$ cat config.mk
export PLATFORM = sky130hd
export DESIGN_NAME = radio_top
export DESIGN_NICKNAME = d
export VERILOG_FILES = /design/src/radio_cfg_pkg.sv /design/src/radio_tx_pkg.sv /design/src/radio_cmd_decoder.sv /design/src/tx_keyer.sv /design/src/tx_baseband.sv /design/src/radio_top.sv
export SDC_FILE = /design/constraint.sdc
export NUM_CORES = 2
export LEC_CHECK = 0
export BUFFER_PORTS_ARGS = -buffer_cell sky130_fd_sc_hd__buf_2
export CAP_MARGIN = 20
export CORE_ASPECT_RATIO = 0.5
export CORE_MARGIN = 8
export CORE_UTILIZATION = 68
export DETAILED_ROUTE_END_ITERATION = 16
export HOLD_SLACK_MARGIN = 0.08
export PLACE_DENSITY = 0.89
export SYNTH_ARGS = -nofsm -noshare
export SYNTH_HDL_FRONTEND = slang
export SYNTH_SLANG_ARGS = --single-unit
$ cat constraint.sdc
create_clock -name clk -period 11.9 [get_ports clk]
set_clock_uncertainty 0.2 [all_clocks]
set_input_delay 1.19 -clock clk [delete_from_list [all_inputs] [get_ports clk]]
set_output_delay 1.19 -clock clk [all_outputs]
set_load 0.03 [all_outputs]
$ cat src/radio_cfg_pkg.sv
package radio_cfg_pkg;

  // ------------------------------
  // Host command bus
  // ------------------------------

  // One host register write
  typedef struct packed {
    logic [5:0]  addr;
    logic [31:0] data;
    logic        rqst;
  } cmd_req_t;

  // Command addresses
  localparam logic [5:0] CMD_CTRL      = 6'h00;
  localparam logic [5:0] CMD_TX_FREQ   = 6'h01;
  localparam logic [5:0] CMD_RX0_FREQ  = 6'h02;
  localparam logic [5:0] CMD_VNA       = 6'h09;
  localparam logic [5:0] CMD_CW_HANG   = 6'h10;
  localparam logic [5:0] CMD_TX_TIMING = 6'h17;

  // ------------------------------
  // Keyer timing settings
  // ------------------------------

  // Latency and PTT hang in ms, CW hang in host units
  typedef struct packed {
    logic [4:0] buf_latency;
    logic [4:0] ptt_hang;
    logic [9:0] cw_hang;
  } tx_timing_t;

  // 10 ms latency, 4 ms PTT hang, no CW hang
  localparam tx_timing_t TX_TIMING_RST = '{buf_latency: 5'd10, ptt_hang: 5'd4, cw_hang: 10'd0};

  // ------------------------------
  // NCO frequency words
  // ------------------------------

  // Phase increment per clock
  typedef logic [31:0] phase_t;

  // Scale factor 2^57 / clock, trimmed per board oscillator
  function automatic logic [31:0] freq_mult(input int clk_freq);
    case (clk_freq)
      61440000: return 32'd2345640077;
      79872000: return 32'd1804326773;
      76800000: return 32'd1876499845;
      default:  return 32'd1954687338;
    endcase
  endfunction

  // Rounding term, half an LSB of the kept slice
  localparam logic [31:0] FREQ_ROUND = 32'd16777216;

endpackage

$ cat src/radio_tx_pkg.sv
package radio_tx_pkg;

  // ------------------------------
  // Keying states
  // ------------------------------

  // Encodings kept from the legacy keyer
  typedef enum logic [2:0] {
    NOTX   = 3'b000,
    PRETX  = 3'b001,
    PTTTX  = 3'b011,
    CWTX   = 3'b101,
    CWHANG = 3'b100
  } tx_state_e;

  // ------------------------------
  // Baseband samples
  // ------------------------------

  // One complex sample for the NCO
  typedef struct packed {
    logic signed [15:0] i;
    logic signed [15:0] q;
  } iq_sample_t;

  // Host TX stream, I in tdata high half
  typedef struct packed {
    logic [31:0] tdata;
    logic        tvalid;
    logic [3:0]  tuser;
  } tx_stream_t;

  // tuser flag positions
  localparam int TUSER_CWX = 2;
  localparam int TUSER_PTT = 3;

  // Keyer state seen by the baseband stage
  typedef struct packed {
    tx_state_e   state;
    logic [18:0] cw_level;
    logic        load;
  } key_status_t;

  // Full CW drive, VNA_TONE with four fraction bits
  localparam logic [18:0] CW_LEVEL_MAX = 19'h4d800;
  // Fixed VNA carrier level
  localparam logic [15:0] VNA_TONE     = 16'h4d80;

endpackage

$ cat src/radio_cmd_decoder.sv
`timescale 1ns/1ps

module radio_cmd_decoder #(
  parameter int CLK_FREQ = 76800000
) (
  input  logic                      clk,
  input  logic                      rst_all,
  input  radio_cfg_pkg::cmd_req_t   cmd_i,
  output logic                      cmd_ack_o,
  output radio_cfg_pkg::tx_timing_t timing_o,
  output logic                      vna_o,
  output radio_cfg_pkg::phase_t     tx_phase_o,
  output radio_cfg_pkg::phase_t     rx0_phase_o
);

  // Multiplier for the build clock
  localparam logic [31:0] FREQ_MULT = radio_cfg_pkg::freq_mult(CLK_FREQ);

  typedef enum logic [1:0] {
    CMD_IDLE  = 2'b00,
    CMD_FREQ1 = 2'b01,
    CMD_FREQ2 = 2'b11,
    CMD_FREQ3 = 2'b10
  } cmd_state_e;

  cmd_state_e            cmd_state;
  cmd_state_e            cmd_state_next;
  logic                  duplex;
  logic                  freq_req;
  logic                  reg_write;
  logic [63:0]           freq_comp;
  radio_cfg_pkg::phase_t freq_word;
  logic                  freq_is_tx;

  // ------------------------------
  // Command FSM
  // ------------------------------

  // Only TX and RX0 frequencies remain
  assign freq_req = cmd_i.rqst &&
                    (cmd_i.addr == radio_cfg_pkg::CMD_TX_FREQ ||
                     cmd_i.addr == radio_cfg_pkg::CMD_RX0_FREQ);

  // Plain register writes land straight from idle
  assign reg_write = cmd_i.rqst && (cmd_state == CMD_IDLE);

  always_ff @(posedge clk) begin
    if (rst_all) begin
      cmd_state <= CMD_IDLE;
    end else begin
      cmd_state <= cmd_state_next;
    end
  end

  always_comb begin
    cmd_state_next = cmd_state;
    cmd_ack_o      = 1'b0;
    case (cmd_state)
      CMD_IDLE: begin
        if (freq_req) begin
          cmd_state_next = CMD_FREQ1;
        end
      end
      // Two cycles for the wide multiply
      CMD_FREQ1: cmd_state_next = CMD_FREQ2;
      CMD_FREQ2: cmd_state_next = CMD_FREQ3;
      // Ack while the phase registers load
      CMD_FREQ3: begin
        cmd_state_next = CMD_IDLE;
        cmd_ack_o      = 1'b1;
      end
      default: cmd_state_next = CMD_IDLE;
    endcase
  end

  // ------------------------------
  // Configuration registers
  // ------------------------------

  always_ff @(posedge clk) begin
    if (rst_all) begin
      vna_o    <= 1'b0;
      duplex   <= 1'b0;
      timing_o <= radio_cfg_pkg::TX_TIMING_RST;
    end else if (reg_write) begin
      case (cmd_i.addr)
        radio_cfg_pkg::CMD_CTRL: duplex <= cmd_i.data[2];
        radio_cfg_pkg::CMD_VNA:  vna_o  <= cmd_i.data[23];
        // Hang time split across two byte lanes
        radio_cfg_pkg::CMD_CW_HANG: begin
          timing_o.cw_hang <= {cmd_i.data[31:24], cmd_i.data[17:16]};
        end
        radio_cfg_pkg::CMD_TX_TIMING: begin
          timing_o.buf_latency <= cmd_i.data[4:0];
          timing_o.ptt_hang    <= cmd_i.data[12:8];
        end
        default: ;
      endcase
    end
  end

  // ------------------------------
  // Frequency pipeline
  // ------------------------------

  // Host holds data until ack, so compute continuously
  assign freq_comp = {32'd0, cmd_i.data} * {32'd0, FREQ_MULT} +
                     {32'd0, radio_cfg_pkg::FREQ_ROUND};

  // Capture product and target after the settle cycle
  always_ff @(posedge clk) begin
    if (cmd_state == CMD_FREQ2) begin
      freq_word  <= freq_comp[56:25];
      freq_is_tx <= (cmd_i.addr == radio_cfg_pkg::CMD_TX_FREQ);
    end
  end

  // Phase words with the duplex rule
  always_ff @(posedge clk) begin
    if (rst_all) begin
      tx_phase_o  <= '0;
      rx0_phase_o <= '0;
    end else if (cmd_state == CMD_FREQ3) begin
      if (freq_is_tx) begin
        tx_phase_o <= freq_word;
        // Simplex RX follows TX
        if (!duplex) begin
          rx0_phase_o <= freq_word;
        end
      end else if (!duplex) begin
        rx0_phase_o <= tx_phase_o;
      end else begin
        rx0_phase_o <= freq_word;
      end
    end
  end

endmodule

$ cat src/tx_keyer.sv
`timescale 1ns/1ps

module tx_keyer (
  input  logic                      clk,
  input  logic                      rst_all,
  input  logic                      run_i,
  input  logic                      qmsec_pulse_i,
  input  logic                      ext_keydown_i,
  input  logic                      sample_req_i,
  input  radio_tx_pkg::tx_stream_t  tx_stream_i,
  input  radio_cfg_pkg::tx_timing_t timing_i,
  output logic                      tx_on_o,
  output logic                      cw_on_o,
  output logic                      tx_tready_o,
  output radio_tx_pkg::key_status_t key_o
);

  radio_tx_pkg::tx_state_e state;
  radio_tx_pkg::tx_state_e state_next;
  logic [6:0]              qmsec_timer;
  logic [6:0]              qmsec_timer_next;
  logic [18:0]             cw_level;
  logic [18:0]             cw_level_next;
  logic                    cwx;
  logic                    ptt;
  logic                    cw_key;
  logic                    key_down;
  logic                    timer_done;
  logic                    load;
  logic [6:0]              latency_ticks;
  logic [6:0]              ptt_hang_ticks;
  logic [18:0]             cw_hang_level;

  // ------------------------------
  // Key sources
  // ------------------------------

  // Stream flags count only with valid data
  assign cwx      = tx_stream_i.tuser[radio_tx_pkg::TUSER_CWX] & tx_stream_i.tvalid;
  assign ptt      = tx_stream_i.tuser[radio_tx_pkg::TUSER_PTT] & tx_stream_i.tvalid;
  assign cw_key   = ext_keydown_i | cwx;
  assign key_down = cw_key | ptt;

  // Millisecond settings in qmsec ticks
  assign latency_ticks  = {timing_i.buf_latency, 2'b00};
  assign ptt_hang_ticks = {timing_i.ptt_hang, 2'b00};
  assign cw_hang_level  = {7'd0, timing_i.cw_hang, 2'b00};

  assign timer_done = (qmsec_timer == 7'd0);

  // ------------------------------
  // State registers
  // ------------------------------

  always_ff @(posedge clk) begin
    if (rst_all) begin
      state       <= radio_tx_pkg::NOTX;
      qmsec_timer <= 7'd0;
      cw_level    <= 19'd0;
    end else begin
      // Run low drops straight to receive
      state       <= run_i ? state_next : radio_tx_pkg::NOTX;
      qmsec_timer <= qmsec_timer_next;
      cw_level    <= cw_level_next;
    end
  end

  // ------------------------------
  // Keying FSM
  // ------------------------------

  always_comb begin
    state_next       = state;
    qmsec_timer_next = qmsec_timer;
    cw_level_next    = cw_level;
    load             = 1'b0;

    case (state)
      radio_tx_pkg::NOTX: begin
        cw_level_next    = 19'd0;
        qmsec_timer_next = latency_ticks;
        if (key_down) begin
          state_next = radio_tx_pkg::PRETX;
        end
      end

      // Let the host buffer fill before keying
      radio_tx_pkg::PRETX: begin
        if (!timer_done) begin
          if (qmsec_pulse_i) begin
            qmsec_timer_next = qmsec_timer - 7'd1;
          end
          if (!key_down) begin
            state_next = radio_tx_pkg::NOTX;
          end
        end else if (cw_key) begin
          state_next = radio_tx_pkg::CWTX;
        end else begin
          state_next = radio_tx_pkg::PTTTX;
        end
      end

      radio_tx_pkg::PTTTX: begin
        if (ext_keydown_i) begin
          state_next = radio_tx_pkg::CWTX;
        end else if (ptt) begin
          // Hang restarts on every PTT sample
          qmsec_timer_next = ptt_hang_ticks;
          load             = sample_req_i;
        end else if (!timer_done) begin
          if (qmsec_pulse_i) begin
            qmsec_timer_next = qmsec_timer - 7'd1;
          end
        end else begin
          state_next = radio_tx_pkg::NOTX;
        end
      end

      radio_tx_pkg::CWTX: begin
        if (cw_key) begin
          // Rising edge shaping, one step per clock
          if (cw_level != radio_tx_pkg::CW_LEVEL_MAX) begin
            cw_level_next = cw_level + 19'd1;
          end
          qmsec_timer_next = latency_ticks;
        end else if (!timer_done) begin
          // Delay release to match buffered audio
          if (qmsec_pulse_i) begin
            qmsec_timer_next = qmsec_timer - 7'd1;
          end
        end else if (cw_level != 19'd0) begin
          cw_level_next = cw_level - 19'd1;
        end else begin
          // Level register doubles as hang counter
          qmsec_timer_next = latency_ticks;
          cw_level_next    = cw_hang_level;
          state_next       = radio_tx_pkg::CWHANG;
        end
      end

      radio_tx_pkg::CWHANG: begin
        if (cw_key) begin
          if (!timer_done) begin
            if (qmsec_pulse_i) begin
              qmsec_timer_next = qmsec_timer - 7'd1;
            end
          end else begin
            qmsec_timer_next = latency_ticks;
            cw_level_next    = 19'd0;
            state_next       = radio_tx_pkg::CWTX;
          end
        end else if (cw_level != 19'd0) begin
          if (qmsec_pulse_i) begin
            cw_level_next = cw_level - 19'd1;
          end
        end else begin
          state_next = radio_tx_pkg::NOTX;
        end
      end

      default: state_next = radio_tx_pkg::NOTX;
    endcase
  end

  // ------------------------------
  // Outputs
  // ------------------------------

  assign tx_on_o = (state != radio_tx_pkg::NOTX);
  assign cw_on_o = (state == radio_tx_pkg::CWTX) || (state == radio_tx_pkg::CWHANG);

  // Stall the stream during prefill
  assign tx_tready_o = (state == radio_tx_pkg::PRETX) ? 1'b0 : sample_req_i;

  assign key_o = '{state: state, cw_level: cw_level, load: load};

endmodule

$ cat src/tx_baseband.sv
`timescale 1ns/1ps

module tx_baseband (
  input  logic                      clk,
  input  logic                      rst_all,
  input  radio_tx_pkg::key_status_t key_i,
  input  radio_tx_pkg::iq_sample_t  tx_data_i,
  input  logic                      vna_i,
  output radio_tx_pkg::iq_sample_t  tx_iq_o
);

  radio_tx_pkg::iq_sample_t held;
  radio_tx_pkg::iq_sample_t iq_next;

  // ------------------------------
  // PTT sample hold
  // ------------------------------

  // Last accepted sample, silent when idle
  always_ff @(posedge clk) begin
    if (rst_all) begin
      held <= '0;
    end else if (key_i.state == radio_tx_pkg::NOTX) begin
      held <= '0;
    end else if (key_i.load) begin
      held <= tx_data_i;
    end
  end

  // ------------------------------
  // NCO source select
  // ------------------------------

  always_comb begin
    if (vna_i) begin
      // Constant carrier for VNA sweeps
      iq_next.i = radio_tx_pkg::VNA_TONE;
      iq_next.q = 16'sd0;
    end else if (key_i.state == radio_tx_pkg::CWTX) begin
      // Drop the fraction bits, keep I positive
      iq_next.i = {1'b0, key_i.cw_level[18:4]};
      iq_next.q = 16'sd0;
    end else begin
      iq_next = held;
    end
  end

  always_ff @(posedge clk) begin
    if (rst_all) begin
      tx_iq_o <= '0;
    end else begin
      tx_iq_o <= iq_next;
    end
  end

endmodule

$ cat src/radio_top.sv
`timescale 1ns/1ps

module radio_top #(
  parameter int CLK_FREQ = 76800000
) (
  input  logic                     clk,
  input  logic                     rst_all,
  input  logic                     run_i,
  input  logic                     qmsec_pulse_i,
  input  logic                     ext_keydown_i,
  input  logic                     sample_req_i,
  input  radio_cfg_pkg::cmd_req_t  cmd_i,
  input  radio_tx_pkg::tx_stream_t tx_stream_i,
  output logic                     cmd_ack_o,
  output logic                     tx_on_o,
  output logic                     cw_on_o,
  output logic                     tx_tready_o,
  output radio_tx_pkg::iq_sample_t tx_iq_o,
  output radio_cfg_pkg::phase_t    tx_phase_o,
  output radio_cfg_pkg::phase_t    rx0_phase_o
);

  radio_cfg_pkg::tx_timing_t timing;
  logic                      vna;
  radio_tx_pkg::key_status_t key_status;
  radio_tx_pkg::iq_sample_t  tx_data;

  // tdata halves as an I/Q pair
  assign tx_data = radio_tx_pkg::iq_sample_t'(tx_stream_i.tdata);

  // ------------------------------
  // Control and keying
  // ------------------------------

  radio_cmd_decoder #(
    .CLK_FREQ(CLK_FREQ)
  ) cmd_decoder_i (
    .clk        (clk),
    .rst_all    (rst_all),
    .cmd_i      (cmd_i),
    .cmd_ack_o  (cmd_ack_o),
    .timing_o   (timing),
    .vna_o      (vna),
    .tx_phase_o (tx_phase_o),
    .rx0_phase_o(rx0_phase_o)
  );

  tx_keyer keyer_i (
    .clk          (clk),
    .rst_all      (rst_all),
    .run_i        (run_i),
    .qmsec_pulse_i(qmsec_pulse_i),
    .ext_keydown_i(ext_keydown_i),
    .sample_req_i (sample_req_i),
    .tx_stream_i  (tx_stream_i),
    .timing_i     (timing),
    .tx_on_o      (tx_on_o),
    .cw_on_o      (cw_on_o),
    .tx_tready_o  (tx_tready_o),
    .key_o        (key_status)
  );

  // ------------------------------
  // Baseband to the TX NCO
  // ------------------------------

  tx_baseband baseband_i (
    .clk      (clk),
    .rst_all  (rst_all),
    .key_i    (key_status),
    .tx_data_i(tx_data),
    .vna_i    (vna),
    .tx_iq_o  (tx_iq_o)
  );

endmodule

---- Yosys cells after proc, flatten, opt, wreduce, memory -nomap -nowiden ----
Index checks and enable logic that the tools add are counted.
Widths: inputs -> output; s select.
operators by class
  add/sub/neg operators ................... 4
  multipliers ............................. 1
  eq/ne operators ......................... 31
  multiplexer cells ....................... 45
  bitwise gates (word level) .............. 5
  reduce and logical (&&, ||, !) cells .... 25
operator list
  cell                    count
  $mux 19                 8
  $mux 32                 3
  $mux 7                  9
  $mux 31                 2
  $add 57x25->57 const B  1
  $mul 32x31->57 const B  1
  $pmux 19 s3             1
  $mux 3                  13
  $pmux 7 s5              1
  $add 19x1->19 const B   1
  $ne 19x19->1 const B    1
  $reduce_bool 19->1      1
  $sub 19x1->19 const B   1
  $ne 3x3->1 const B      5
  $pmux 3 s5              1
  $eq 6x5->1 const B      2
  $ne 2x2->1 const B      6
  $reduce_and 2->1        6
  $ne 3x2->1 const B      3
  $reduce_and 9->1        1
  $pmux 2 s4              1
  $logic_not 7->1         1
  $sub 7x1->7 const B     1
  $eq 3x3->1 const B      2
  26 further kinds        39
word-level totals
  bits in registers ....................... 214
  bits of input ports ..................... 82
  word-level logic and storage cells ...... 130

---- Depth between registers and ports, before layout ----
  depth after elaboration ................. 6
  mapped depth ............................ 26
  mapped depth without buffers ............ 25

---- Hierarchy ----
A second synthesis with hierarchy kept.
unflattened totals
  cells, all modules ...................... 2,658
  area total of the unflattened synthesis .. 25,169.1 sq um
by module, submodules not included
  module             instances  cells each  area each (sq um)
  radio_cmd_decoder  1          2,034       20,160.6
  tx_keyer           1          415         2,852.7
  tx_baseband        1          209         2,155.8

---- Worst setup path after synthesis ----
Ideal clock, no wire load.
  path kind ............................... in2reg
  start point ............................. input cmd_i[7] (netlist bit)
  end point ............................... register cmd_decoder_i.freq_word[31] (data pin)
  arrival time ............................ 7.422 ns
  required time ........................... 11.441 ns
  slack ................................... 4.019 ns
  stages .................................. 21
  buffers on the path ..................... 0
  cell sequence ........................... fa_1 -> inv_1 -> fa_1 -> fa_1 -> inv_1 -> fa_1 -> fa_1 -> fa_1 -> fa_1 -> inv_1 -> fa_1 -> inv_1 -> ha_1 -> a21o_1 -> a31oi_1 -> o221ai_1 -> a221oi_1 -> nor3_1 -> or3b_2 -> o2111a_1 -> a211o_1
between the ends
  longest elaborated chain between the ends .. 2
RTL lines
  element                          line                      RTL
  from (decl)                      radio_top.sv:12           input radio_cfg_pkg::cmd_req_t cmd_i,
  $mul 32x31->57                   radio_cmd_decoder.sv:107  assign freq_comp = {32'd0, cmd_i.data} * {32'd0, FREQ_MULT} +
  $add 57x25->57                   radio_cmd_decoder.sv:107
  via cmd_decoder_i.freq_comp[56]  radio_cmd_decoder.sv:31   logic [63:0] freq_comp;
  to (signal assigned)             radio_cmd_decoder.sv:113  freq_word <= freq_comp[56:25];
  to (decl)                        radio_cmd_decoder.sv:32   radio_cfg_pkg::phase_t freq_word;
The timed path passes the listed nets, and every way through them passes these cells.
A chain may end at the register's enable or synchronous reset.

---- Worst setup path in the final report ----
  start point ............................. input cmd_i[10] (netlist bit)
  end point ............................... register cmd_decoder_i.freq_word[31] (data pin)
The elaborated chain is that of the path after synthesis.

==> results.py <==
metrics = {
    "route": {
        "detail-route-antenna-nets": 0,
        "route.vias.total": 18930,
        "firstDrtPassIters": 7,
        "drt_iter0_drc": 1722,
        "via_per_inst": 5.87,
        "drc_errors": 0,
        "wl_per_cell_um": 21.0,
        "routed_wl_um": 67600,
    },
    "die": {
        "io_pins": 182,
        "core.rowCount": 49,
        "start_util_pct": 68.5,
        "die_x_um": 284,
        "fp.coreArea_mm2": 0.0357,
        "die_area_mm2": 0.0426,
        "die_h_um": 150,
    },
    "place": {
        "placed_area_mm2": 0.0257,
        "post-dp-hpwl_um": 56600,
        "port_buffers": 179,
        "routabilityCongestion": 1.06,
    },
    "critical_path": {
        "critical_path.top_delay_family": "adder cells",
        "rrSetupSlack_ps": 8180,
        "path_max_fanout": 8,
        "critPathSlowestCell": "nor4b_1",
        "critical_path_arrival_ps": 8740,
        "cp.required_ps": 11930,
        "worst_setup_path_start_kind": "primary input",
        "endpoint_kind": "register",
        "worstRegToRegCells": 8,
        "path_class": "in2reg",
        "cpMostUsedCell": "fa_1",
        "cp_num_cells": 24,
        "worst-path-buf-inv": 7,
        "crit_chain": "buf_2, fa_1, inv_1, fa_1, inv_1, ha_1, inv_1, fa_1, inv_1, fa_1, fa_1, fa_1, inv_1, fa_1, inv_1, ha_1, a21oi_1, o21ai_0, nor4b_1, a221oi_1, o211ai_1, or3b_2, o2111a_1, a211o_1",
        "cpPeakStageDelay_ps": 790,
    },
    "clock_network": {
        "root_buffer": "clkbuf_16",
        "tritoncts": "yes",
        "cts_resized": 0,
        "clk_pin_slew_ps": 60,
        "cts_buffer_depth": 3,
        "clk_latency_ps": 510,
        "cts_buffers": 22,
        "hold_buffers": 0,
        "cts_setup_buffers": 0,
        "h-tree-depth": 1,
        "cts_sinks": 214,
    },
    "outcome": {
        "status": "complete, no violations",
    },
    "synthesis": {
        "synth_cell_types": 73,
        "avgSynthCellArea_um2": 9.44,
        "synthArstFlopShare_pct": 0,
        "ys_ff_latch": 214,
        "syn_area_mm2": 0.0244,
        "yosys.area.top_type": "fa_1",
        "synth_top_area_share_pct": 32.1,
        "synthCells": 2587,
        "synth_edf_count": 33,
        "synth_fp_nets": 3378,
        "yosys_warnings": 0,
        "synth_flop_cell": "dfxtp_1",
        "synth-seq-area-share_pct": 18.9,
        "synth.area.top_cells": "fa_1, ha_1, dfxtp_1",
    },
    "timing": {
        "slew_headroom_pct": 28.6,
        "slew_violations": 0,
        "fin_tns_setup_ps": 0,
        "tightest_slew_ps": 1070,
        "fmax_mhz": 115,
        "min_period_over_period_pct": 73.3,
        "fin_crit_ps": 8720,
        "grt_setup_unrepaired": "no",
        "hold_viol": 0,
        "setup_viol": 0,
        "whs_ps": 251,
    },
    "layout": {
        "final_nets": 3511,
        "fin_area_mm2": 0.0265,
        "syn2layout_area_growth_pct": 8.42,
        "fillers": 2514,
        "drive_gt1_share_pct": 9.03,
    },
    "grt": {
        "grt_usage_pct": 31.5,
        "first_global_vias": 19456,
        "overflow": 0,
        "grt_start_max_net_pins": 65,
        "grt_pass1_wl_um": 105000,
        "antenna_found_initial": 6,
    },
    "worst_hold_path": {
        "min_path_type": "reg2reg",
        "hold_depth": 2,
    },
    "job": {
        "max-cap-violations": 0,
    },
}
## metrics by stage
step                std cells  utilization [%]  worst slack, ps
global placement         3175             71.9             2890
CTS                      3218             74.1             3320
detailed placement       3178             72.1             2820
floorplan                2587                -             4020
finish                   3223             74.2             3180
global route             3222             74.2             3110
## state kept, by name, indices dropped and copies added (netlist names)
name and count:
cmd_decoder_i.vna_o 1, cmd_decoder_i.rx0_phase_o 32, cmd_decoder_i.timing_o 20, keyer_i.state 3, baseband_i.tx_iq_o 32, baseband_i.held 32, cmd_decoder_i.tx_phase_o 32, cmd_decoder_i.duplex 1
cmd_decoder_i.cmd_state 2, keyer_i.qmsec_timer 7, cmd_decoder_i.freq_word 32, keyer_i.cw_level 19, cmd_decoder_i.freq_is_tx 1
## cells in the mapped netlist, types with 4 or more instances
master	instances
a211oi_1	7
a21boi_0	6
a21o_1	22
a21oi_1	156
a221o_1	4
a221oi_1	7
a22oi_1	12
a311oi_1	36
a31oi_1	12
and2_1	27
and3_1	7
buf_2	4
buf_6	4
clkbuf_1	74
dfxtp_1	181
edfxtp_1	33
fa_1	392
ha_1	317
inv_1	554
mux2i_1	4
nand2_1	275
nand2b_1	4
nand3_1	25
nand3b_1	5
nand4_1	10
nand4b_1	4
nor2_1	141
nor2b_1	10
nor3_1	17
nor3b_1	8
nor4_1	9
nor4b_1	5
o211ai_1	12
o21a_1	5
o21ai_0	77
o221ai_1	4
o22ai_1	7
o31ai_1	4
or2_2	5
or3_1	6
xnor2_1	31
xor2_1	15
## routing by layer
metal / vias to the layer above / GRT usage, % / share of wire, %
met5: - / 0 / 0.053
met4: 6 / 11.1 / 4.0
met3: 194 / 9.35 / 11
met2: 972 / 51.4 / 45
met1: 9179 / 40.2 / 39
li1: 8579 / - / -
## path summary, 6_finish.rpt
check / to / startpoint
worst min register to register: baseband_i.held[4]$_SDFFE_PP0P_ / baseband_i.held[4]$_SDFFE_PP0P_
worst max-delay path: cmd_decoder_i.freq_word[31]$_DFFE_PP_ / cmd_i[10]
worst max register to register: keyer_i.cw_level[18]$_SDFFE_PP0P_ / keyer_i.state[0]$_SDFFE_PP0P_
worst min-delay path: baseband_i.held[4]$_SDFFE_PP0P_ / baseband_i.held[4]$_SDFFE_PP0P_
## kinds of logic (layout without fill, tap and decap cells)
kind of cell | after synthesis | in the layout | synth area share, %
adders and majority gates | 709 | 709 | 48.4
buffers and inverters | 639 | 788 | 9.98
and+or+nand+nor | 570 | 570 | 10.5
AOI/OAI and AO/OA | 405 | 405 | 10.5
DFF | 214 | 214 | 18.9
xor gates and xnor gates | 46 | 46 | 1.65
muxes | 4 | 4 | 0.164
other | 0 | 3 | 0
## cell usage in the layout, fill, tap and decap left out, drive strengths merged, types with 6 or more instances in the layout
cell type / instances
buf: 192
clkbuf: 33
nor3: 18
edfxtp: 33
o211ai: 12
and2: 27
and3: 7
a21boi: 6
xor2: 15
nand4: 10
xnor2: 31
fa: 392
dfxtp: 181
clkinv: 7
nand3: 25
or3: 7
a211oi: 7
nor2b: 10
inv: 556
nor2: 141
o22ai: 7
ha: 317
a21oi: 156
a21o: 22
a31oi: 12
nor4: 10
o21ai: 79
a22oi: 13
a311oi: 36
nand2: 276
a221oi: 7
nor3b: 8
## worst reg2reg max path, delay by kind of cell (launching register included)
kind / cells / cell delay [ps]
simple gates: 4 / 1790
buf+inv: 3 / 690
flops: 1 / 620
compound gates: 1 / 310
## final cells by class
| class | instances | area [um^2] | share of cell area [%] |
|---|---|---|---|
| multi-input cells | 1734 | 17400 | 65.7 |
| clock inverters | 7 | 57.6 | 0.217 |
| diodes | 3 | 7.51 | 0.0283 |
| repair buffers | 192 | 1070 | 4.04 |
| inverters | 556 | 2090 | 7.88 |
| well taps | 484 | 606 | 2.29 |
| flip-flops and latches | 214 | 4610 | 17.4 |
| clock buffers | 33 | 652 | 2.46 |
Power is not shown: default switching activity piles up to over one toggle a cycle in this logic, so the estimate is an artifact.
